==> src/logic/bip_pkg.sv <==
`default_nettype none

package bip_pkg;

    ////////////////////////////////////////////////////////////////////////////
    // Widths and depths
    ////////////////////////////////////////////////////////////////////////////

    // Instruction format
    localparam int NB_INSTR   = 16;
    localparam int NB_OPCODE  = 5;
    localparam int NB_OPERAND = 11;

    // Shared by program and data memory
    localparam int NB_ADDR    = 11;
    localparam int NB_DATA    = 16;

    // Words in each memory
    localparam int PROG_DEPTH = 2048;
    localparam int DATA_DEPTH = 2048;

    ////////////////////////////////////////////////////////////////////////////
    // Instruction encoding
    ////////////////////////////////////////////////////////////////////////////

    // Codes 8 to 31 are left unnamed and stop the machine like HLT
    typedef enum logic [NB_OPCODE-1:0] {
        HLT  = 5'd0,
        STO  = 5'd1,
        LD   = 5'd2,
        LDI  = 5'd3,
        ADD  = 5'd4,
        ADDI = 5'd5,
        SUB  = 5'd6,
        SUBI = 5'd7
    } opcode_e;

    // Opcode in the upper bits, operand below
    typedef struct packed {
        opcode_e                 opcode;
        logic [NB_OPERAND-1:0]   operand;
    } instr_t;

    ////////////////////////////////////////////////////////////////////////////
    // Control levels
    ////////////////////////////////////////////////////////////////////////////

    // Source of the next accumulator value
    typedef enum logic [1:0] {
        SEL_A_MEM = 2'd0,
        SEL_A_IMM = 2'd1,
        SEL_A_ALU = 2'd2
    } sel_a_e;

    // Decoder output bundle, 7 bits
    typedef struct packed {
        sel_a_e  sel_a;
        logic    sel_b;     // 0 memory word, 1 immediate
        logic    wr_acc;
        logic    op;        // 0 add, 1 subtract
        logic    wr_ram;
        logic    rd_ram;
    } ctrl_t;

endpackage

`default_nettype wire

==> src/logic/datapath.sv <==
`timescale 1ns/1ns
`default_nettype none

module datapath import bip_pkg::*; (
    input  logic                  i_clk,
    input  logic                  i_rst,
    input  ctrl_t                 i_ctrl,
    input  logic [NB_OPERAND-1:0] i_operand,
    input  logic [NB_DATA-1:0]    i_mem_data,
    output logic [NB_DATA-1:0]    o_acc
);

    logic [NB_DATA-1:0] imm_ext;
    logic [NB_DATA-1:0] alu_b;
    logic [NB_DATA-1:0] alu_res;
    logic [NB_DATA-1:0] acc_next;
    logic [NB_DATA-1:0] acc;

    ////////////////////////////////////////////////////////////////////////////
    // Operand path
    ////////////////////////////////////////////////////////////////////////////

    // Replicate operand MSB up to data width
    assign imm_ext = {{(NB_DATA-NB_OPERAND){i_operand[NB_OPERAND-1]}}, i_operand};

    // Second ALU input
    assign alu_b = i_ctrl.sel_b ? imm_ext : i_mem_data;

    ////////////////////////////////////////////////////////////////////////////
    // Add/subtract unit
    ////////////////////////////////////////////////////////////////////////////

    // Carry out dropped, result wraps mod 2^16
    always_comb begin
        if (i_ctrl.op) begin
            alu_res = acc - alu_b;
        end else begin
            alu_res = acc + alu_b;
        end
    end

    ////////////////////////////////////////////////////////////////////////////
    // Accumulator
    ////////////////////////////////////////////////////////////////////////////

    // Source mux for the next accumulator value
    always_comb begin
        case (i_ctrl.sel_a)
            SEL_A_MEM: acc_next = i_mem_data;
            SEL_A_IMM: acc_next = imm_ext;
            SEL_A_ALU: acc_next = alu_res;
            // Unused selector code, hold
            default:   acc_next = acc;
        endcase
    end

    always_ff @(posedge i_clk) begin
        if (!i_rst) begin
            acc <= '0;
        end else if (i_ctrl.wr_acc) begin
            acc <= acc_next;
        end
    end

    // Feeds data memory write data and the top-level port
    assign o_acc = acc;

endmodule

`default_nettype wire

==> config.mk <==
export PLATFORM = sky130hd
export DESIGN_NAME = datapath
export DESIGN_NICKNAME = d
export VERILOG_FILES = /design/src/logic/bip_pkg.sv /design/src/logic/datapath.sv
export SDC_FILE = /design/constraint.sdc
export NUM_CORES = 1
export LEC_CHECK = 0
export ABC_AREA = 1
export BUFFER_PORTS_ARGS = -buffer_cell sky130_fd_sc_hd__buf_2
export CAP_MARGIN = 30
export CELL_PAD_IN_SITES_DETAIL_PLACEMENT = 1
export CELL_PAD_IN_SITES_GLOBAL_PLACEMENT = 2
export CORE_MARGIN = 4
export CORE_UTILIZATION = 27
export CTS_CLUSTER_DIAMETER = 200
export DETAILED_ROUTE_END_ITERATION = 8
export PLACE_DENSITY = 0.88
export SLEW_MARGIN = 20
export SYNTH_ARGS = -nofsm -noshare
export SYNTH_HDL_FRONTEND = slang
export SYNTH_SLANG_ARGS = --single-unit
export TNS_END_PERCENT = 50
==> constraint.sdc <==
create_clock -name i_clk -period 4.3 [get_ports i_clk]
set_input_delay 1.075 -clock i_clk [delete_from_list [all_inputs] [get_ports i_clk]]
set_output_delay 1.075 -clock i_clk [all_outputs]
set_load 0.005 [all_outputs]
==> results.cfg <==
[yosys]
synthAdderAreaFrac_pct = 11.6
synth_area_um2 = 2220
ys_types = 35
synth.area.mux_share_pct = 0
ys_seq_elements = 16
yosysMostFrequentCell = nand2_1
synth_top_cells_by_count = nand2_1, a21oi_1, inv_1
yosysWarnings = 0
ys_top_cells_by_area = nand2_1, dfxtp_1, a21oi_1, ha_1, inv_1
synthXorXnorAreaFrac_pct = 5.91
synth_nets = 442
yosysSeqAreaShare_pct = 14.4
synth_top_family_by_area = simple AND/OR/NAND/NOR gates
synth_top_area_cell = nand2_1
synth_compound_area_share_pct = 22.6
async_flop_share_pct = 0
synth_edf_count = 0
synthFlopType = dfxtp_1
synth-simple-area-share_pct = 34.1
synth_top_area_share_pct = 18.6
synth_area_per_cell_um2 = 5.76
netlist_instances = 386

[timing]
slew_viol_final = 0
period_share_pct = 88.6
setup-tns-final_ps = 0
hold_viol = 0
setup_viol = 0
rsz0062_at_grt = no
worst_pin_slew_ps = 565
fmax_mhz = 262
skew_ps = 11.2
finalWorstSetupSlack_ps = 488
layout_min_cycle_time_ps = 3810
max-slew-margin-rel_pct = 62.4

[finish]
final_util_pct = 33.6
postLayoutCellArea_um2 = 2640
diodes = 0
nets = 492
drive_above_1_share_pct = 18.4
largest_reg_flops = 16
syn_to_final_growth_pct = 18.7

[cts]
cts_setup_buffers = 0
ctsLongestPathBuffers = 2
cts_tree = built
h-tree-depth = 1
clk_latency_ps = 260
cts_resized = 0
cts_buffers = 3
path_clk_slew_ps = 80
ctsHoldBuffers = 0
clock_sinks = 16
ctsRootBufferMaster = clkbuf_8

[setup_path]
crit_type = in -> reg
cp-end-kind = flop
crit_required_ps = 4430
cp.arrival_ps = 3940
critPathMaxFanout = 12
start_kind = primary input

[die]
start_util_pct = 28.3
coreArea_um2 = 7850
io_pins = 52
die_w_um = 98.7
die_h_um = 98.7
rows = 32
dieArea_um2 = 9750

[detailed_routing]
drtAntennaViolNets = 0
vias = 2580
drt_pass1_iterations = 4
viasPerCell = 4.80
routed_wl_um = 7890
drt_iter0_drc = 142
wire_per_inst_um = 14.7
drc = 0

[grt]
grt_pass1_vias = 2710
antenna_found_initial = 0
track_usage_pct = 16.4
grt_max_degree = 29
grt_pass1_wl_um = 13200
grt.overflow.total = 0

[placed_design]
detailedPlace.worstSlack_ps = 201
place_congestion = 0.898
numPortBuffers = 49
dpl_cell_area_um2 = 2580
post-dp-hpwl_um = 6700

[power_and_ir_drop]
ir_drop_mv = 0.0765
total_power_mw = 0.661
cellLeakagePower_nw = 1.44
pwr_density_cell_nw_per_um2 = 251

[run]
drv_cap = 0

[min_path]
hp-class = reg -> reg

[run_status]
status = complete, no violations
==> cell families (layout without fill, tap and decap cells) <==
logic type | Yosys count | in the layout
buffers and inverters | 63 | 112
AND/OR/NAND/NOR | 178 | 178
flip-flops | 16 | 16
XOR/XNOR | 15 | 15
adder cells (fa/ha/maj) | 20 | 20
AO/OA/AOI/OAI | 94 | 94
==> per-stage QoR <==
step	cells	hold WS (ps)
5_1_grt	537	512
3_3_place_gp	533	481
2_1_floorplan	386	479
3_5_place_dp	533	482
6_report	537	491
4_1_cts	537	494
==> final timing paths <==
path / start / endpoint / slack (ps) / depth (start not counted)
max: i_ctrl[4] / o_acc[15] / 490 / 22
min: o_acc[13] / o_acc[13] / 490 / 2
max reg2reg: o_acc[0] / o_acc[10] / 2080 / 12
min reg2reg: o_acc[13] / o_acc[13] / 490 / 2
==> layout make-up <==
cell class / instances / area [µm²]
Fill cell: 1127 / 5210
Multi-Input combinational cell: 307 / 1650
Sequential cell: 16 / 320
Timing Repair Buffer: 54 / 283
Inverter: 54 / 203
Tap cell: 102 / 128
Clock buffer: 4 / 55.1
==> power breakdown <==
part | total [mW] | internal, mW | switching, mW
clock | 0.139 | 0.0813 | 0.0578
combinational | 0.351 | 0.128 | 0.223
sequential | 0.171 | 0.160 | 0.0106
total | 0.661 | 0.369 | 0.292
==> critical path, cell delays in order <==
cell and delay, ps:
buf_2 100, buf_4 190, nand2_1 100, nand2_1 100, ha_1 160, and2_2 170
nand3_2 80, nor2_2 120, nand3b_1 140, nor3_2 170, nor2_1 80, xnor2_1 150
ha_1 390, nand2_1 130, nor4_1 200, nand2_1 80, nand2_1 130, nand3_1 90
nand3_1 80, nand2_1 60, nand2_1 90, a21oi_2 50
==> cells in the final DEF (no fill, tap or decap), types with 16 or more instances in the layout <==
cell type / netlist / final
a21oi_1: 56 / 56
buf_2: 1 / 49
dfxtp_1: 16 / 16
ha_1: 19 / 19
inv_1: 51 / 51
nand2_1: 110 / 110
nand3_1: 16 / 16
nor2_1: 30 / 30
o21ai_0: 23 / 23
==> layer usage <==
layer	vias up	wire (µm)	GRT usage [%]
met1	1186	3960	23.3
met4	0	78	3.78
met3	4	251	0.354
li1	1343	-	-
met2	47	3600	27.8
met5	-	0	0
Power figures use the tool's default switching activity.
