File: config.mk
export PLATFORM = sky130hd
export DESIGN_NAME = control
export DESIGN_NICKNAME = d
export VERILOG_FILES = /design/src/logic/bip_pkg.sv /design/src/logic/control.sv /design/src/logic/instruction_decoder.sv
export SDC_FILE = /design/constraint.sdc
export NUM_CORES = 1
export LEC_CHECK = 0
export BUFFER_PORTS_ARGS = -buffer_cell sky130_fd_sc_hd__buf_2
export CORE_MARGIN = 2
export CORE_UTILIZATION = 37
export CTS_BUF_LIST = sky130_fd_sc_hd__clkbuf_4 sky130_fd_sc_hd__clkbuf_8
export DETAILED_ROUTE_END_ITERATION = 8
export PLACE_DENSITY = 0.85
export REMOVE_ABC_BUFFERS = 1
export SYNTH_ARGS = -nofsm -noshare
export SYNTH_HDL_FRONTEND = slang
export SYNTH_HIERARCHICAL = 1
export SYNTH_SLANG_ARGS = --single-unit
File: constraint.sdc
create_clock -name i_clk -period 1.55 [get_ports i_clk]
set_clock_uncertainty 0.1 [all_clocks]
set_input_delay 0.155 -clock i_clk [delete_from_list [all_inputs] [get_ports i_clk]]
set_output_delay 0.155 -clock i_clk [all_outputs]
set_load 0.03 [all_outputs]
File: src/logic/bip_pkg.sv
`default_nettype none

package bip_pkg;

    ////////////////////////////////////////////////////////////////////////////
    // Widths and depths
    ////////////////////////////////////////////////////////////////////////////

    // Instruction format
    localparam int NB_INSTR   = 16;
    localparam int NB_OPCODE  = 5;
    localparam int NB_OPERAND = 11;

    // Shared by program and data memory
    localparam int NB_ADDR    = 11;
    localparam int NB_DATA    = 16;

    // Words in each memory
    localparam int PROG_DEPTH = 2048;
    localparam int DATA_DEPTH = 2048;

    ////////////////////////////////////////////////////////////////////////////
    // Instruction encoding
    ////////////////////////////////////////////////////////////////////////////

    // Codes 8 to 31 are left unnamed and stop the machine like HLT
    typedef enum logic [NB_OPCODE-1:0] {
        HLT  = 5'd0,
        STO  = 5'd1,
        LD   = 5'd2,
        LDI  = 5'd3,
        ADD  = 5'd4,
        ADDI = 5'd5,
        SUB  = 5'd6,
        SUBI = 5'd7
    } opcode_e;

    // Opcode in the upper bits, operand below
    typedef struct packed {
        opcode_e                 opcode;
        logic [NB_OPERAND-1:0]   operand;
    } instr_t;

    ////////////////////////////////////////////////////////////////////////////
    // Control levels
    ////////////////////////////////////////////////////////////////////////////

    // Source of the next accumulator value
    typedef enum logic [1:0] {
        SEL_A_MEM = 2'd0,
        SEL_A_IMM = 2'd1,
        SEL_A_ALU = 2'd2
    } sel_a_e;

    // Decoder output bundle, 7 bits
    typedef struct packed {
        sel_a_e  sel_a;
        logic    sel_b;     // 0 memory word, 1 immediate
        logic    wr_acc;
        logic    op;        // 0 add, 1 subtract
        logic    wr_ram;
        logic    rd_ram;
    } ctrl_t;

endpackage

`default_nettype wire

File: src/logic/control.sv
`timescale 1ns/1ns
`default_nettype none

module control import bip_pkg::*; (
    input  logic                  i_clk,
    input  logic                  i_rst,
    input  instr_t                i_instr,
    output logic [NB_ADDR-1:0]    o_pc,
    output logic [NB_OPERAND-1:0] o_operand,
    output ctrl_t                 o_ctrl,
    output logic                  o_halt
);

    opcode_e              opcode;
    logic                 wr_pc;
    logic [NB_ADDR-1:0]   pc;

    // Field split of the fetched word
    assign opcode    = i_instr.opcode;
    assign o_operand = i_instr.operand;

    ////////////////////////////////////////////////////////////////////////////
    // Program counter
    ////////////////////////////////////////////////////////////////////////////

    always_ff @(posedge i_clk) begin
        if (!i_rst) begin
            pc <= '0;
        end else if (wr_pc) begin
            pc <= pc + 1'b1;
        end
    end

    assign o_pc = pc;

    // Decoder withholds wr_pc only on HLT or unknown codes once out of reset
    assign o_halt = i_rst && !wr_pc;

    ////////////////////////////////////////////////////////////////////////////
    // Decoder
    ////////////////////////////////////////////////////////////////////////////

    instruction_decoder u_instruction_decoder (
        .i_rst    (i_rst),
        .i_opcode (opcode),
        .o_wr_pc  (wr_pc),
        .o_ctrl   (o_ctrl)
    );

endmodule

`default_nettype wire

File: src/logic/instruction_decoder.sv
`timescale 1ns/1ns
`default_nettype none

module instruction_decoder import bip_pkg::*; (
    input  logic    i_rst,
    input  opcode_e i_opcode,
    output logic    o_wr_pc,
    output ctrl_t   o_ctrl
);

    ////////////////////////////////////////////////////////////////////////////
    // Opcode decode
    ////////////////////////////////////////////////////////////////////////////

    always_comb begin
        // Everything idle unless an opcode asks for it
        o_wr_pc       = 1'b0;
        o_ctrl.sel_a  = SEL_A_MEM;
        o_ctrl.sel_b  = 1'b0;
        o_ctrl.wr_acc = 1'b0;
        o_ctrl.op     = 1'b0;
        o_ctrl.wr_ram = 1'b0;
        o_ctrl.rd_ram = 1'b0;

        // Reset is active low, nothing moves while it is held
        if (i_rst) begin
            case (i_opcode)
                // Accumulator into memory at operand address
                STO: begin
                    o_wr_pc       = 1'b1;
                    o_ctrl.wr_ram = 1'b1;
                end
                // Memory word into accumulator
                LD: begin
                    o_wr_pc       = 1'b1;
                    o_ctrl.sel_a  = SEL_A_MEM;
                    o_ctrl.wr_acc = 1'b1;
                    o_ctrl.rd_ram = 1'b1;
                end
                // Sign-extended operand into accumulator
                LDI: begin
                    o_wr_pc       = 1'b1;
                    o_ctrl.sel_a  = SEL_A_IMM;
                    o_ctrl.wr_acc = 1'b1;
                end
                // ALU ops, memory or immediate second operand
                ADD, SUB: begin
                    o_wr_pc       = 1'b1;
                    o_ctrl.sel_a  = SEL_A_ALU;
                    o_ctrl.sel_b  = 1'b0;
                    o_ctrl.wr_acc = 1'b1;
                    o_ctrl.op     = (i_opcode == SUB);
                    o_ctrl.rd_ram = 1'b1;
                end
                ADDI, SUBI: begin
                    o_wr_pc       = 1'b1;
                    o_ctrl.sel_a  = SEL_A_ALU;
                    o_ctrl.sel_b  = 1'b1;
                    o_ctrl.wr_acc = 1'b1;
                    o_ctrl.op     = (i_opcode == SUBI);
                end
                // HLT and unknown codes keep the defaults, PC frozen
                default: begin
                    o_wr_pc = 1'b0;
                end
            endcase
        end
    end

endmodule

`default_nettype wire

==> results.sh <==
export IMPL_period_needed_ns=1.41
export IMPL_ir_worst_vdd_mv=0.350
export IMPL_drv_cap=0
export IMPL_fin_crit_sh=0.909
export IMPL_crit_type="flop to flop"
export IMPL_r2r_cells=3
export IMPL_synth_adder_area_share=0.0186
export IMPL_dieWidth_um=46.7
export IMPL_synth_top_family_by_area="simple AND/OR/NAND/NOR gates"
export IMPL_fillers=178
export IMPL_synth_top_cell_by_area="dfxtp_1"
export IMPL_critical_path_buf_inv_count=0
export IMPL_gr_usage_all_layers=0.161
export IMPL_io_buffer_count=25
export IMPL_avgRoutedWirePerCell_um=12.4
export IMPL_status="complete, no violations"
export IMPL_cp_data_arrival_time_ns=1.51
export IMPL_hp_start="i_rst"
export IMPL_synth_xor_area_frac=0.0520
export IMPL_avgSynthCellArea_um2=8.86
export IMPL_area_growth_pct=24.3
export IMPL_grt_pass1_vias=612
export IMPL_first_pass_iters=4
export IMPL_cts_tree="built"
export IMPL_die_area_um2=2180
export IMPL_synthTopCellsByArea="dfxtp_1, buf_4, nor2_1"
export IMPL_yosys_area_top_type_share=0.327
export IMPL_synth_ff_type="dfxtp_1"
export IMPL_synth_compound_area_frac=0.108
export IMPL_gr_total_overflow=0
export IMPL_p_leak_uw=0.000389
export IMPL_hold_buffers=0
export IMPL_crit_family="simple AND/OR/NAND/NOR gates"
export IMPL_ys_types=32
export IMPL_cts_setup_buffers=0
export IMPL_synth_most_common_cell="buf_4"
export IMPL_antenna_found_initial=0
export IMPL_largest_reg_flops=11
export IMPL_clkSinkCount=11
export IMPL_critPathCaptureType="flop"
export IMPL_setup_viol=0
export IMPL_syn_cell_area_um2=673
export IMPL_syn_inst=76
export IMPL_diodes=0
export IMPL_path_max_fanout=6
export IMPL_wl_mm=1.58
export IMPL_hold_path_depth=4
export IMPL_hold_end="o_pc[10]"
export IMPL_critical_path_slowest_cell="dfxtp_1"
export IMPL_worstPathRequired_ns=1.65
export IMPL_num_rows=15
export IMPL_fmax_mhz=710
export IMPL_cts_buffers=3
export IMPL_reg2reg_to="o_pc[9]"
export IMPL_io_pins=48
export IMPL_drc=0
export IMPL_drive_gt1_frac=0.431
export IMPL_grt_max_degree=10
export IMPL_async_reset_ff_frac=0
export IMPL_cts_resized=0
export IMPL_place_area_um2=807
export IMPL_rrSetupSlack_ns=0.14
export IMPL_hpwl_mm=1.23
export IMPL_rsz0062_at_grt="no"
export IMPL_clk_latency_ns=0.27
export IMPL_grt_pass1_wl_mm=2.38
export IMPL_avgViaCountPerCell=4.99
export IMPL_synthMuxAreaShare=0.0297
export IMPL_r2r_start="o_pc[5]"
export IMPL_maxSlewHeadroom=0.716
export IMPL_vias=634
export IMPL_synth_simple_area_share=0.309
export IMPL_cpPeakStageDelay_ns=0.42
export IMPL_powerDensity_nw_per_um2=684
export IMPL_worst_slew_pin_slew_ns=0.422
export IMPL_gp_congestion=0.707
export IMPL_multi_input_area_um2=348
export IMPL_path_cells="nand4_1 -> nor4_1 -> mux2i_1"
export IMPL_fp_dieH_um=46.7
export IMPL_clk_path_buf_depth=2
export IMPL_final_area_um2=837
export IMPL_drt_iter0_markers=4
export IMPL_power_uw=573
export IMPL_hold_viol_final=0
export IMPL_synthTopCellsByCount="buf_4, dfxtp_1, nor2_1"
export IMPL_htree_levels=1
export IMPL_yosysSeqAreaShare=0.327
export IMPL_ys_seq_elements=11
export IMPL_start_kind="flop"
export IMPL_cts_root_buf="clkbuf_4"
export IMPL_fin_nets=122
export IMPL_core_um2=1730
export IMPL_slew_violations=0
export IMPL_pre_cts_ws_ns=-0.0429
export IMPL_ant_nets=0
export IMPL_seqCellArea_um2=220
export IMPL_ys_warn_count=6
export IMPL_setup_ws_ns=0.142
export IMPL_synth_edf_count=0
export IMPL_clk_pin_slew_worst_paths_ns=0.07
export IMPL_start_util=0.390
export IMPL_hp_class="primary input to flop"
-- worst max path at each step --
stage	start	to	cells past startpoint
after floorplan	o_pc[0]	o_pc[8]	4
after global placement	i_instr[15]	o_pc[9]	6
after detailed placement	i_instr[15]	o_pc[9]	6
after CTS	o_pc[5]	o_pc[9]	3
after global routing	o_pc[1]	o_pc[10]	4
final	o_pc[5]	o_pc[9]	3
-- through the flow --
step,std cells,TNS [ns],hold WS (ns),utilization
detailed placement,123,-0.140,0.210,0.467
global placement,123,0,0.210,0.467
global route,127,0,0.210,0.485
floorplan,64,-0.329,0.203,-
finish,127,0,0.196,0.485
CTS,127,0,0.194,0.485
-- logic make-up (layout without fill, tap and decap cells) --
kind of cell	count (synthesis)	in the layout
AND/OR/NAND/NOR	31	31
buffers and inverters	16	42
AO/OA/AOI/OAI	11	11
flip-flops	11	11
XOR/XNOR	4	4
multiplexers	2	2
adder cells (fa/ha/maj)	1	1
-- area by class of cell --
type,count,area share
Clock buffer,4,0.0359
Inverter,4,0.0179
Multi-Input combinational cell,49,0.416
Sequential cell,11,0.263
Tap cell,25,0.0374
Timing Repair Buffer,34,0.230
-- worst reg2reg max path: cells and delay by family (launching register included) --
| kind | cells | cell delay, ns |
|---|---|---|
| simple gates | 2 | 0.60 |
| mux | 1 | 0.23 |
| flops | 1 | 0.42 |
-- where the power goes --
group	switching, uW	internal [uW]	leakage (uW)
clock network	95.9	117	0.0000184
logic	43.4	31.1	0.000282
registers	1.02	284	0.0000887
-- cell usage in the layout, fill, tap and decap left out, drive strengths merged, types with 2 or more instances in the layout --
cell type  count
buf           34
dfxtp         11
nor2           7
nand2          4
a21oi          4
clkbuf         4
xnor2          3
inv            3
nand4          3
nor3b          3
nand2b         2
mux2i          2
o21ai          2
or3            2
o31ai          2
or4            2
and3           2
-- layer usage --
layer  GRT usage  share of wire
met2       0.289           0.48
met1       0.126           0.41
met5           0              0
met4      0.0889          0.012
met3       0.114          0.099
(Power assumes the default switching activity.)
